<file path="config.mk">
export PLATFORM = sky130hd
export DESIGN_NAME = error_tracker_top
export DESIGN_NICKNAME = d
export VERILOG_FILES = /design/src/design/err_track_pkg.sv /design/src/design/sample_window.sv /design/src/design/capture_writer.sv /design/src/design/debug_reader.sv /design/src/design/mem_arbiter.sv /design/src/design/capture_ram.sv /design/src/design/error_tracker_top.sv
export VERILOG_INCLUDE_DIRS = /design/src /design/src/design
export SDC_FILE = /design/constraint.sdc
export NUM_CORES = 2
export LEC_CHECK = 0
export ABC_AREA = 1
export BUFFER_PORTS_ARGS = -buffer_cell sky130_fd_sc_hd__buf_2
export CAP_MARGIN = 5
export CORE_AREA = 10 10 552 554
export DETAILED_ROUTE_END_ITERATION = 10
export DIE_AREA = 0 0 562 564
export HOLD_SLACK_MARGIN = 0.08
export PLACE_DENSITY = 0.56
export SYNTH_ARGS = -nofsm -noshare
export SYNTH_HDL_FRONTEND = slang
export SYNTH_SLANG_ARGS = --single-unit
</file>
<file path="constraint.sdc">
create_clock -name clk -period 8 [get_ports clk]
set_clock_uncertainty 0.15 [all_clocks]
set_input_delay 0.8 -clock clk [delete_from_list [all_inputs] [get_ports clk]]
set_output_delay 0.8 -clock clk [all_outputs]
set_load 0.02 [all_outputs]
</file>
<file path="src/design/err_track_config.svh">
`ifndef ERR_TRACK_CONFIG_SVH
`define ERR_TRACK_CONFIG_SVH

// number of receiver lanes in one frame.
`define ET_LANES 4

// width of one signed estimated error.
`define ET_ERR_W 8

// capture RAM address width for 64 words.
`define ET_ADDR_W 6

// three frames with a symbol record and an error record each.
`define ET_REC_PER_SNAP 6

`endif

</file>
<file path="src/design/err_track_pkg.sv">
`include "err_track_config.svh"

package err_track_pkg;

    typedef struct packed {
        logic [`ET_LANES-1:0]                     prbs_flags;
        logic [`ET_LANES-1:0]                     bits;
        logic [`ET_LANES-1:0][1:0]                sd_flags;
        logic signed [`ET_LANES-1:0][`ET_ERR_W-1:0] est_err;
    } frame_t;

    // index 0 is the oldest frame.
    typedef frame_t [0:2] window_t;

    typedef struct packed {
        logic [32-4*`ET_LANES-1:0]  pad;
        logic [`ET_LANES-1:0]       prbs_flags;
        logic [`ET_LANES-1:0][1:0]  sd_flags;
        logic [`ET_LANES-1:0]       bits;
    } sym_rec_t;

    typedef struct packed {
        logic signed [`ET_LANES-1:0][`ET_ERR_W-1:0] est_err;
    } err_rec_t;

    // even addresses hold symbol records, odd addresses hold error records.
    typedef union packed {
        sym_rec_t sym;
        err_rec_t err;
    } cap_word_u;

    typedef struct packed {
        logic                  valid;
        logic                  we;
        logic [`ET_ADDR_W-1:0] addr;
        cap_word_u             wdata;
    } mem_req_t;

    typedef struct packed {
        logic [`ET_ADDR_W-1:0] addr;
    } rd_req_t;

    typedef struct packed {
        logic      in_range;
        cap_word_u data;
    } rd_rsp_t;

    typedef struct packed {
        logic [7:0]          events;
        logic [7:0]          dropped;
        logic [`ET_ADDR_W:0] fill;
        logic                full;
    } status_t;

endpackage

</file>
<file path="src/design/sample_window.sv">
`timescale 1ns/1ns
`include "err_track_config.svh"

module sample_window import err_track_pkg::*; (
    input  logic    clk,
    input  logic    rstb,
    input  frame_t  frame_i,
    output window_t window_o,
    output logic    trigger_o
);

    window_t win_q;
    logic    trig_q;

    // frames move from the newest stage at index 2 towards the oldest at index 0.
    always_ff @(posedge clk) begin
        win_q[2] <= frame_i;
        win_q[1] <= win_q[2];
        win_q[0] <= win_q[1];
    end

    // the trigger fires once the flagged frame sits in the oldest stage.
    always_ff @(posedge clk or negedge rstb) begin
        if (!rstb) begin
            trig_q <= 1'b0;
        end else begin
            trig_q <= |win_q[1].prbs_flags; // one cycle after the middle stage.
        end
    end

    assign window_o  = win_q;
    assign trigger_o = trig_q;

    // a trigger must trace back to a flagged frame entering the pipeline.
    a_trigger_has_source : assert property (
        @(posedge clk) disable iff (!rstb)
        trigger_o |-> $past(|win_q[2].prbs_flags, 2)
    ) else $error("trigger without a flagged frame two cycles earlier");

endmodule

</file>
<file path="src/design/capture_writer.sv">
`timescale 1ns/1ns
`include "err_track_config.svh"

module capture_writer import err_track_pkg::*; (
    input  logic                clk,
    input  logic                rstb,
    input  logic                trigger_i,
    input  window_t             window_i,
    output mem_req_t            wr_req_o,
    output logic [`ET_ADDR_W:0] fill_o,
    output status_t             status_o
);

    localparam logic S_IDLE    = 1'b0;
    localparam logic S_WRITING = 1'b1;

    logic                state_q;
    logic [2:0]          rec_idx_q;
    logic [`ET_ADDR_W:0] fill_q;
    logic [`ET_ADDR_W:0] fill_nxt;
    logic [`ET_ADDR_W:0] wr_addr_full;
    logic [7:0]          events_q;
    logic [7:0]          dropped_q;
    logic                full_q;
    logic                start;
    logic                last_rec;
    window_t             snap_q;
    frame_t              cur_frm;
    cap_word_u           wr_word;

    assign start    = trigger_i && (state_q == S_IDLE) && !full_q;
    assign last_rec = (rec_idx_q == 3'(`ET_REC_PER_SNAP - 1));
    assign fill_nxt = fill_q + (`ET_ADDR_W+1)'(`ET_REC_PER_SNAP);
    assign wr_addr_full = fill_q + (`ET_ADDR_W+1)'(rec_idx_q);

    always_ff @(posedge clk or negedge rstb) begin
        if (!rstb) begin
            state_q   <= S_IDLE;
            rec_idx_q <= '0;
            fill_q    <= '0;
            events_q  <= '0;
            dropped_q <= '0;
            full_q    <= 1'b0;
        end else begin
            if (start) begin
                state_q   <= S_WRITING;
                rec_idx_q <= '0;
                if (events_q != 8'hff) events_q <= events_q + 8'd1;
            end else if (trigger_i && dropped_q != 8'hff) begin
                dropped_q <= dropped_q + 8'd1; // busy or full.
            end
            if (state_q == S_WRITING) begin
                rec_idx_q <= rec_idx_q + 3'd1;
                if (last_rec) begin
                    state_q <= S_IDLE;
                    fill_q  <= fill_nxt;
                    full_q  <= (int'(fill_nxt) + `ET_REC_PER_SNAP > (1 << `ET_ADDR_W));
                end
            end
        end
    end

    // the window is held for the whole snapshot.
    always_ff @(posedge clk) begin
        if (start) snap_q <= window_i;
    end

    assign cur_frm = snap_q[rec_idx_q[2:1]];

    always_comb begin
        wr_word = '0;
        if (rec_idx_q[0]) begin
            wr_word.err.est_err = cur_frm.est_err;
        end else begin
            wr_word.sym.prbs_flags = cur_frm.prbs_flags;
            wr_word.sym.sd_flags   = cur_frm.sd_flags;
            wr_word.sym.bits       = cur_frm.bits;
        end
    end

    assign wr_req_o.valid = (state_q == S_WRITING);
    assign wr_req_o.we    = (state_q == S_WRITING);
    assign wr_req_o.addr  = wr_addr_full[`ET_ADDR_W-1:0];
    assign wr_req_o.wdata = wr_word;

    assign fill_o           = fill_q;
    assign status_o.events  = events_q;
    assign status_o.dropped = dropped_q;
    assign status_o.fill    = fill_q;
    assign status_o.full    = full_q;

    // capture stops before any record could wrap past the top of the RAM.
    a_no_wrap : assert property (
        @(posedge clk) disable iff (!rstb)
        wr_req_o.valid |-> (wr_addr_full < (`ET_ADDR_W+1)'(1 << `ET_ADDR_W))
    ) else $error("capture write address beyond RAM size");

endmodule

</file>
<file path="src/design/debug_reader.sv">
`timescale 1ns/1ns
`include "err_track_config.svh"

module debug_reader import err_track_pkg::*; (
    input  logic                clk,
    input  logic                rstb,
    input  logic                rd_req_valid_i,
    input  rd_req_t             rd_req_i,
    output logic                rd_req_ready_o,
    output logic                rd_rsp_valid_o,
    output rd_rsp_t             rd_rsp_o,
    input  logic                rd_rsp_ready_i,
    input  logic [`ET_ADDR_W:0] fill_i,
    output mem_req_t            mem_req_o,
    input  logic                mem_gnt_i,
    input  cap_word_u           mem_rdata_i
);

    localparam logic [1:0] S_IDLE = 2'd0;
    localparam logic [1:0] S_REQ  = 2'd1;
    localparam logic [1:0] S_CAP  = 2'd2;
    localparam logic [1:0] S_RSP  = 2'd3;

    logic [1:0]            state_q;
    logic [`ET_ADDR_W-1:0] addr_q;
    rd_rsp_t               rsp_q;

    always_ff @(posedge clk or negedge rstb) begin
        if (!rstb) begin
            state_q <= S_IDLE;
        end else begin
            case (state_q)
                S_IDLE: if (rd_req_valid_i) state_q <= S_REQ;
                S_REQ:  if (mem_gnt_i) state_q <= S_CAP; // waits out capture writes.
                S_CAP:  state_q <= S_RSP;
                S_RSP:  if (rd_rsp_ready_i) state_q <= S_IDLE;
                default: state_q <= S_IDLE;
            endcase
        end
    end

    always_ff @(posedge clk) begin
        if (state_q == S_IDLE && rd_req_valid_i) begin
            addr_q         <= rd_req_i.addr;
            rsp_q.in_range <= ({1'b0, rd_req_i.addr} < fill_i);
        end
        if (state_q == S_CAP) rsp_q.data <= mem_rdata_i; // RAM data lands one cycle after grant.
    end

    assign rd_req_ready_o  = (state_q == S_IDLE);
    assign rd_rsp_valid_o  = (state_q == S_RSP);
    assign rd_rsp_o        = rsp_q;
    assign mem_req_o.valid = (state_q == S_REQ);
    assign mem_req_o.we    = 1'b0;
    assign mem_req_o.addr  = addr_q;
    assign mem_req_o.wdata = '0;

    // a pending response holds still until the debug port takes it.
    a_rsp_stable : assert property (
        @(posedge clk) disable iff (!rstb)
        rd_rsp_valid_o && !rd_rsp_ready_i |=> rd_rsp_valid_o && $stable(rd_rsp_o)
    ) else $error("debug response changed before it was taken");

endmodule

</file>
<file path="src/design/mem_arbiter.sv">
`timescale 1ns/1ns
`include "err_track_config.svh"

module mem_arbiter import err_track_pkg::*; (
    input  logic      clk,
    input  logic      rstb,
    input  mem_req_t  wr_req_i,
    input  mem_req_t  rd_req_i,
    output logic      rd_gnt_o,
    output mem_req_t  ram_req_o,
    input  cap_word_u ram_rdata_i,
    output cap_word_u rd_data_o
);

    logic rd_pend_q;

    // the writer always wins, so capture never stalls.
    assign rd_gnt_o = rd_req_i.valid && !wr_req_i.valid;

    always_comb begin
        if (wr_req_i.valid) begin
            ram_req_o = wr_req_i;
        end else if (rd_req_i.valid) begin
            ram_req_o    = rd_req_i;
            ram_req_o.we = 1'b0;
        end else begin
            ram_req_o = '0;
        end
    end

    always_ff @(posedge clk or negedge rstb) begin
        if (!rstb) begin
            rd_pend_q <= 1'b0;
        end else begin
            rd_pend_q <= rd_gnt_o;
        end
    end

    assign rd_data_o = rd_pend_q ? ram_rdata_i : '0; // only granted reads reach the reader.

    // a granted read owns the RAM port and carries the reader's address.
    a_read_owns_port : assert property (
        @(posedge clk) disable iff (!rstb)
        rd_gnt_o |-> ram_req_o.valid && !ram_req_o.we && ram_req_o.addr == rd_req_i.addr
    ) else $error("read grant overlaps a write");

endmodule

</file>
<file path="src/design/capture_ram.sv">
`timescale 1ns/1ns
`include "err_track_config.svh"

module capture_ram import err_track_pkg::*; (
    input  logic      clk,
    input  mem_req_t  req_i,
    output cap_word_u rdata_o
);

    cap_word_u mem [0:(1 << `ET_ADDR_W)-1];

    always_ff @(posedge clk) begin
        if (req_i.valid) begin
            if (req_i.we) begin
                mem[req_i.addr] <= req_i.wdata;
            end else begin
                rdata_o <= mem[req_i.addr]; // one cycle read latency.
            end
        end
    end

endmodule

</file>
<file path="src/design/error_tracker_top.sv">
`timescale 1ns/1ns
`include "err_track_config.svh"

module error_tracker_top import err_track_pkg::*; (
    input  logic    clk,
    input  logic    rstb,
    input  frame_t  frame_i,
    input  logic    rd_req_valid_i,
    input  rd_req_t rd_req_i,
    output logic    rd_req_ready_o,
    output logic    rd_rsp_valid_o,
    output rd_rsp_t rd_rsp_o,
    input  logic    rd_rsp_ready_i,
    output status_t status_o
);

    window_t             window;
    logic                trigger;
    mem_req_t            wr_req;
    mem_req_t            rd_mem_req;
    mem_req_t            ram_req;
    logic [`ET_ADDR_W:0] fill;
    logic                rd_gnt;
    cap_word_u           ram_rdata;
    cap_word_u           rd_data;

    sample_window u_window (
        .clk       (clk),
        .rstb      (rstb),
        .frame_i   (frame_i),
        .window_o  (window),
        .trigger_o (trigger)
    );

    capture_writer u_writer (
        .clk       (clk),
        .rstb      (rstb),
        .trigger_i (trigger),
        .window_i  (window),
        .wr_req_o  (wr_req),
        .fill_o    (fill),
        .status_o  (status_o)
    );

    debug_reader u_reader (
        .clk            (clk),
        .rstb           (rstb),
        .rd_req_valid_i (rd_req_valid_i),
        .rd_req_i       (rd_req_i),
        .rd_req_ready_o (rd_req_ready_o),
        .rd_rsp_valid_o (rd_rsp_valid_o),
        .rd_rsp_o       (rd_rsp_o),
        .rd_rsp_ready_i (rd_rsp_ready_i),
        .fill_i         (fill),
        .mem_req_o      (rd_mem_req),
        .mem_gnt_i      (rd_gnt),
        .mem_rdata_i    (rd_data)
    );

    mem_arbiter u_arbiter (
        .clk         (clk),
        .rstb        (rstb),
        .wr_req_i    (wr_req),
        .rd_req_i    (rd_mem_req),
        .rd_gnt_o    (rd_gnt),
        .ram_req_o   (ram_req),
        .ram_rdata_i (ram_rdata),
        .rd_data_o   (rd_data)
    );

    capture_ram u_ram (
        .clk     (clk),
        .req_i   (ram_req),
        .rdata_o (ram_rdata)
    );

endmodule

</file>
* Yosys cells after proc, flatten, opt, wreduce, memory -nomap -nowiden *
Memory sizes are Yosys's and may differ from the RTL's. A register that Yosys moved wholly into a read port is not among the register bits.
Index checks and enable logic that the tools add are counted.

cells by class
  $add $sub $neg = 6
  reductions and logical operators = 15
  eq/ne operators = 9
  mux-type cells = 19
  bitwise gates (word level) = 4
  $lt $le $gt $ge = 3

operator list
  kind                                                                               count
  48-bit binary-select mux with 2-bit select                                         1
  48-bit two-way mux                                                                 2
  40-bit two-way mux                                                                 2
  32-bit by 8-bit greater-than comparator with 1-bit output (second input constant)  1
  16-bit two-way mux                                                                 2
  8-bit by 1-bit adder with 8-bit output (second input constant)                     2
  8-bit != test (second input constant)                                              2
  7-bit by 3-bit adder with 8-bit output (second input constant)                     1
  2-bit one-hot mux with 4 select lines                                              1
  2-bit AND reduction                                                                4
  7-bit by 3-bit adder with 7-bit output (second input constant)                     1
  6-bit by 7-bit < comparator with 1-bit output                                      1
  6-bit by 3-bit adder with 6-bit output                                             1
  1-bit two-way mux                                                                  6
  2-bit two-way mux                                                                  3
  3-bit two-way mux                                                                  2
  1-bit logical AND                                                                  5
  2-bit equality test (second input constant)                                        2
  2-bit != test (second input constant)                                              2
  4-bit OR reduction                                                                 1
  3-bit by 1-bit adder with 3-bit output (second input constant)                     1
  3-bit equality test (second input constant)                                        1
  3-bit >= comparator (second input constant)                                        1
  1-bit inverter                                                                     3
  7 further kinds                                                                    8

word-level totals
  RAM bits = 2048
  bits in registers = 359
  output and inout bits = 59
  memories kept = 1

memory list
  memory     words  width  rd ports  clocked after memory_dff  write ports  RTL line           text
  u_ram.mem  64     32     1         1                         1            capture_ram.sv:10  cap_word_u mem [0:(1 << `ET_ADDR_W)-1];

* Logic depth before layout (Yosys ltp) *
  depth in word-level cells = 9
  mapped depth = 18

* Cells and area by module *
A second synthesis with hierarchy kept.

unflattened totals
  cell total of the unflattened synthesis = 9515
  area total of the unflattened synthesis = 100251.1 sq um

by module, submodules not included
  module          cells each  times used  area each (sq um)
  capture_ram     8442        1           87448.9
  capture_writer  597         1           7169.4
  sample_window   148         1           2919.0
  debug_reader    127         1           1786.7
  mem_arbiter     201         1           927.1

* Worst setup path before layout *
OpenSTA, ideal clock, no wires.

  kind = reg2reg
  start point = register u_writer.state_q
  end point = register u_writer.events_q[4]
  buffers on the path = 1
  cell stages (with the launch flop) = 9
  setup time = 129 ps
  path slack = -61 ps
  arrival time = 7782 ps
  data required time = 7721 ps
  path through = dfrtp_1 > buf_4 > nor3_2 > inv_1 > a31oi_2 > inv_1 > nor2_1 > nand3_1 > xnor2_1

on the way
  cells in the longest elaborated chain, start to end = 4

RTL lines
  item                                  RTL line              text
  start: declaration                    capture_writer.sv:17  logic state_q;
  start signal: assignment              capture_writer.sv:38  state_q <= S_IDLE;
  start signal: assignment              capture_writer.sv:46  state_q <= S_WRITING;
  start signal: assignment              capture_writer.sv:55  state_q <= S_IDLE;
  1-bit inverter                        capture_writer.sv:31  assign start = trigger_i && (state_q == S_IDLE) && !full_q;
  1-bit logical AND (2 in a row)        capture_writer.sv:31
  via u_writer.start                    capture_writer.sv:25  logic start;
  2-bit AND reduction (no source line)  --
  end signal: assignment                capture_writer.sv:48  if (events_q != 8'hff) events_q <= events_q + 8'd1;
  end: declaration                      capture_writer.sv:22  logic [7:0] events_q;

The timed path passes the listed nets, and every way through them passes these cells.
A chain may end at the register's enable or synchronous reset.

* Worst setup path in the final report *
  start point = register u_reader.state_q[1]
  end point = memory u_ram.mem[37][10] (netlist name) (enable)

on the way
  cells in the longest elaborated chain, start to end = 5

RTL lines
  item                                                RTL line            text
  start: declaration                                  debug_reader.sv:24  logic [1:0] state_q;
  start signal: assignment                            debug_reader.sv:30  state_q <= S_IDLE;
  start signal: assignment                            debug_reader.sv:33  S_IDLE: if (rd_req_valid_i) state_q <= S_REQ;
  start signal: assignment                            debug_reader.sv:34  S_REQ: if (mem_gnt_i) state_q <= S_CAP;
  2-bit by 1-bit equality test with 1-bit output (*)  debug_reader.sv:53  assign mem_req_o.valid = (state_q == S_REQ);
  40-bit two-way mux (*)                              mem_arbiter.sv:23   end else if (rd_req_i.valid) begin
  40-bit two-way mux (*)                              mem_arbiter.sv:21   if (wr_req_i.valid) begin
  1-bit two-way mux                                   capture_ram.sv:13   if (req_i.valid) begin
  1-bit two-way mux (implied by the code)             capture_ram.sv:15   mem[req_i.addr] <= req_i.wdata;
  end: declaration                                    capture_ram.sv:10

Every way passes the cells marked *; elsewhere a longest branch is shown, timed or not.

==> impl_results.md <==
- Outcome: complete, no violations
- Die Y: 564 um
- Crit-path cells: inv_1 > ha_1 > nand2_1 > inv_2 > nand2_1 > nand2_1 > nand3_1 > nor2_4 > inv_1 > nor2_4
- Via count: 65502
- Total Wirelength: 285000 um
- WL met2: 129000 um
- Yosys cell types: 39
- Worst path arrival time: 5.62 ns
- Crit-path most repeated cell: nand2_1
- Iteration-0 DRC Markers: 6755
- Clock root cell: clkbuf_16
- Area of the mapped netlist: 0.102 mm2
- Worst-Skew Late Latency: 0.89 ns
- Clk buf depth: 4
- Worst path slowest cell: nor2_4
- Max_cap viols: 0
- Peak Freq: 188 MHz
- Total global-route track usage: 0.173
- Buffers added on ports: 115
- Io pins: 117
- Final Hold Viols: 0
- Synth warn: 0
- Router iterations before antenna repair: 6
- Crit path time final: 5.32 ns
- Die Footprint: 0.317 mm2
- Fin. max-slew vios: 0
- TNS Setup: 0 ns
- Detail Route Antenna Nets: 0
- Remaining Overflow, GRT: 0
- Synthesized instance count: 9812
- Final Core Density: 0.398
- Worst Setup Path Type: reg2reg
- Syn nets: 9888
- Placed Instances: 13578
- CTS tree: yes
- Drc violations: 0
- Max stage delay on crit path: 0.98 ns
- Worst-Margin Slew: 1.32 ns
- Detailed-route wire length per cell: 20.2 um
- # clock sinks: 2438
- Row count: 199
- Hold Crit Class: reg2reg
- Placer congestion estimate: 0.875
- Hpwl dp: 162000 um
- CP endpoint kind: flop
- Final critical-path share of the clock period: 0.666
- Final Non-Filler Cells: 14110
- H-tree depth: 5
- Initial antenna violation count: 16
- Setup crit start kind: flop
- Fillcell total: 28200
- CTS buffer count: 267
- Share of layout cells above drive strength 1: 0.0741
- Yosys reg bits: 2438
- Vias/cell: 4.64
- Largest net degree at the start of global routing: 163
- Critical Path RT: 8.29 ns
- Final nets: 10060
- WL met3: 23600 um
- Chip width: 562 um
- Layout area overhead: 14.4%
- Area of the core: 0.293 mm2
- Number of global-route vias before repair: 62402
- Reg clk slew, reported paths: 0.07 ns
- Sequential area share after synthesis: 0.701
- RSZ-0062 raised after global routing: no
- Final setup fails: 0
- Top sig layer: met4
- DRT met1 WL: 122000 um
- Avg Cell Area, Syn: 10.4 um2
- Initial Utilization: 0.348
- Crit path max fanout: 35
- Worst relative slew slack: 0.115
- First-pass GRT wire length: 413000 um
critical path, delay by kind of cell (launching register included):
family | cells | cell delay [ns]
and+or+nand+nor | 6 | 2.55
adders and majority gates | 1 | 0.31
buffers and inverters | 3 | 1.43
DFF | 1 | 0.40
layout make-up:
class | instances | area (um2) | share of cell area
Antenna cell | 8 | 20.0 | 0.000171
Clock buffer | 339 | 7300 | 0.0625
Clock inverter | 129 | 1080 | 0.00923
Inverter | 2384 | 8950 | 0.0766
Multi-Input combinational cell | 4591 | 20500 | 0.176
Sequential cell | 2438 | 71600 | 0.613
Tap cell | 3919 | 4900 | 0.0420
Timing Repair Buffer | 302 | 2400 | 0.0206
routing by layer:
layer | track usage | up-vias
li1 | - | 31138
met1 | 0.235 | 31621
met2 | 0.275 | 2288
met3 | 0.0370 | 455
met4 | 0.0612 | 0
met5 | 0 | -
final timing paths:
| check | from | endpoint | slack [ns] | cells past startpoint |
|---|---|---|---|---|
| max | u_reader.state_q[1] | u_ram.mem[37][10] | 2.68 | 10 |
| max reg2reg | u_reader.state_q[1] | u_ram.mem[37][10] | 2.68 | 10 |
| min | u_window.window_o[88] | u_window.window_o[136] | 0.19 | 0 |
| max in group asynchronous | rstb | u_arbiter.rd_pend_q | 6.83 | 3 |
| min in group asynchronous | rstb | u_writer.rec_idx_q[2] | 0.42 | 3 |
| min reg2reg | u_window.window_o[88] | u_window.window_o[136] | 0.19 | 0 |
cell usage in the layout (no fill, tap or decap), types with 12 or more instances in the layout:
cell type | synthesis | routed
a21oi_4 | 0 | 16
nand3b_1 | 32 | 32
nand4_1 | 98 | 98
o21ai_0 | 77 | 77
buf_4 | 6 | 109
dlygate4sd3_1 | 0 | 55
a2bb2oi_1 | 16 | 16
o22ai_1 | 19 | 19
dfxtp_1 | 144 | 144
nand2_1 | 2994 | 2985
clkbuf_1 | 91 | 52
buf_12 | 0 | 23
clkinv_1 | 50 | 97
o21a_1 | 16 | 16
nor2_4 | 2 | 89
edfxtp_1 | 2263 | 2263
inv_1 | 2327 | 2327
dfrtp_1 | 31 | 30
ha_1 | 17 | 16
clkbuf_16 | 0 | 280
clkinv_2 | 0 | 39
buf_2 | 287 | 115
nand2_2 | 6 | 13
nand3_1 | 1011 | 1011
bufinv_16 | 0 | 12
nor2_1 | 219 | 132
o211ai_1 | 32 | 32
synth_stat cells:
cell type  instances  area (um2)
nand2_1         2994       11200
inv_1           2327        8730
edfxtp_1        2263       68000
nand3_1         1011        5060
buf_2            287        1440
nor2_1           219         822
dfxtp_1          144        2880
nand4_1           98         613
clkbuf_1          91         342
o21ai_0           77         385
clkinv_1          50         188
nand3b_1          32         240
o211ai_1          32         240
dfrtp_1           31         776
o22ai_1           19         119
a21oi_1           18        90.1
ha_1              17         213
a2bb2oi_1         16         140
o21a_1            16         120
buf_1             14        52.6
xor2_1            11        96.3
inv_2              7        26.3
xnor2_1            7        61.3
buf_4              6        45.0
nand2_2            6        37.5
nor3_2             4        40.0
nor2_2             2        12.5
nor2_4             2        22.5
a21o_1             1        7.51
a31oi_1            1        6.26
a31oi_2            1        12.5
buf_6              1        11.3
conb_1             1        3.75
fa_1               1        20.0
mux2_2             1        11.3
nand3_2            1        10.0
o21ai_2            1        8.76
o21bai_1           1        7.51
or4_1              1        7.51
metrics by stage:
step / area, um2 / hold WS, ns / worst slack (ns)
after global routing: 117000 / 0.196 / 2.36
final: 117000 / 0.193 / 2.68
after detailed placement: 108000 / 0.183 / 2.77
after global placement: 108000 / 0.179 / 2.80
after CTS: 117000 / 0.196 / 2.73
after floorplan: 102000 / 0.177 / 2.39
logic make-up after synthesis:
kind of cell,count (synthesis),share of synthesized area
AOI/OAI and AO/OA,183,0.0111
xor gates and xnor gates,18,0.00154
adders and majority gates,18,0.00228
buffers and inverters,2783,0.106
DFF,2438,0.701
muxes,1,0.000110
other,1,0.0000367
and+or+nand+nor,4370,0.177
registers in the layout, summed over array words and instances (netlist names):
signal,flops
u_arbiter.rd_pend_q,1
u_ram.mem,2048
u_ram.rdata_o,32
u_reader.addr_q,6
u_reader.rd_rsp_o,33
u_reader.state_q,2
u_window.trigger_o,1
u_window.window_o,144
u_writer.dropped_q,8
u_writer.events_q,8
u_writer.fill_o,6
u_writer.full_q,1
u_writer.rec_idx_q,3
u_writer.snap_q,144
u_writer.state_q,1
timing repair:
action,4_1_cts,5_1_grt
hold buffers,55,0
buffers inserted,0,0
gates resized for setup,0,0
hold endpoints to repair,85,0
Power is not shown: default switching activity piles up to over one toggle a cycle in this logic, so the estimate is an artifact.
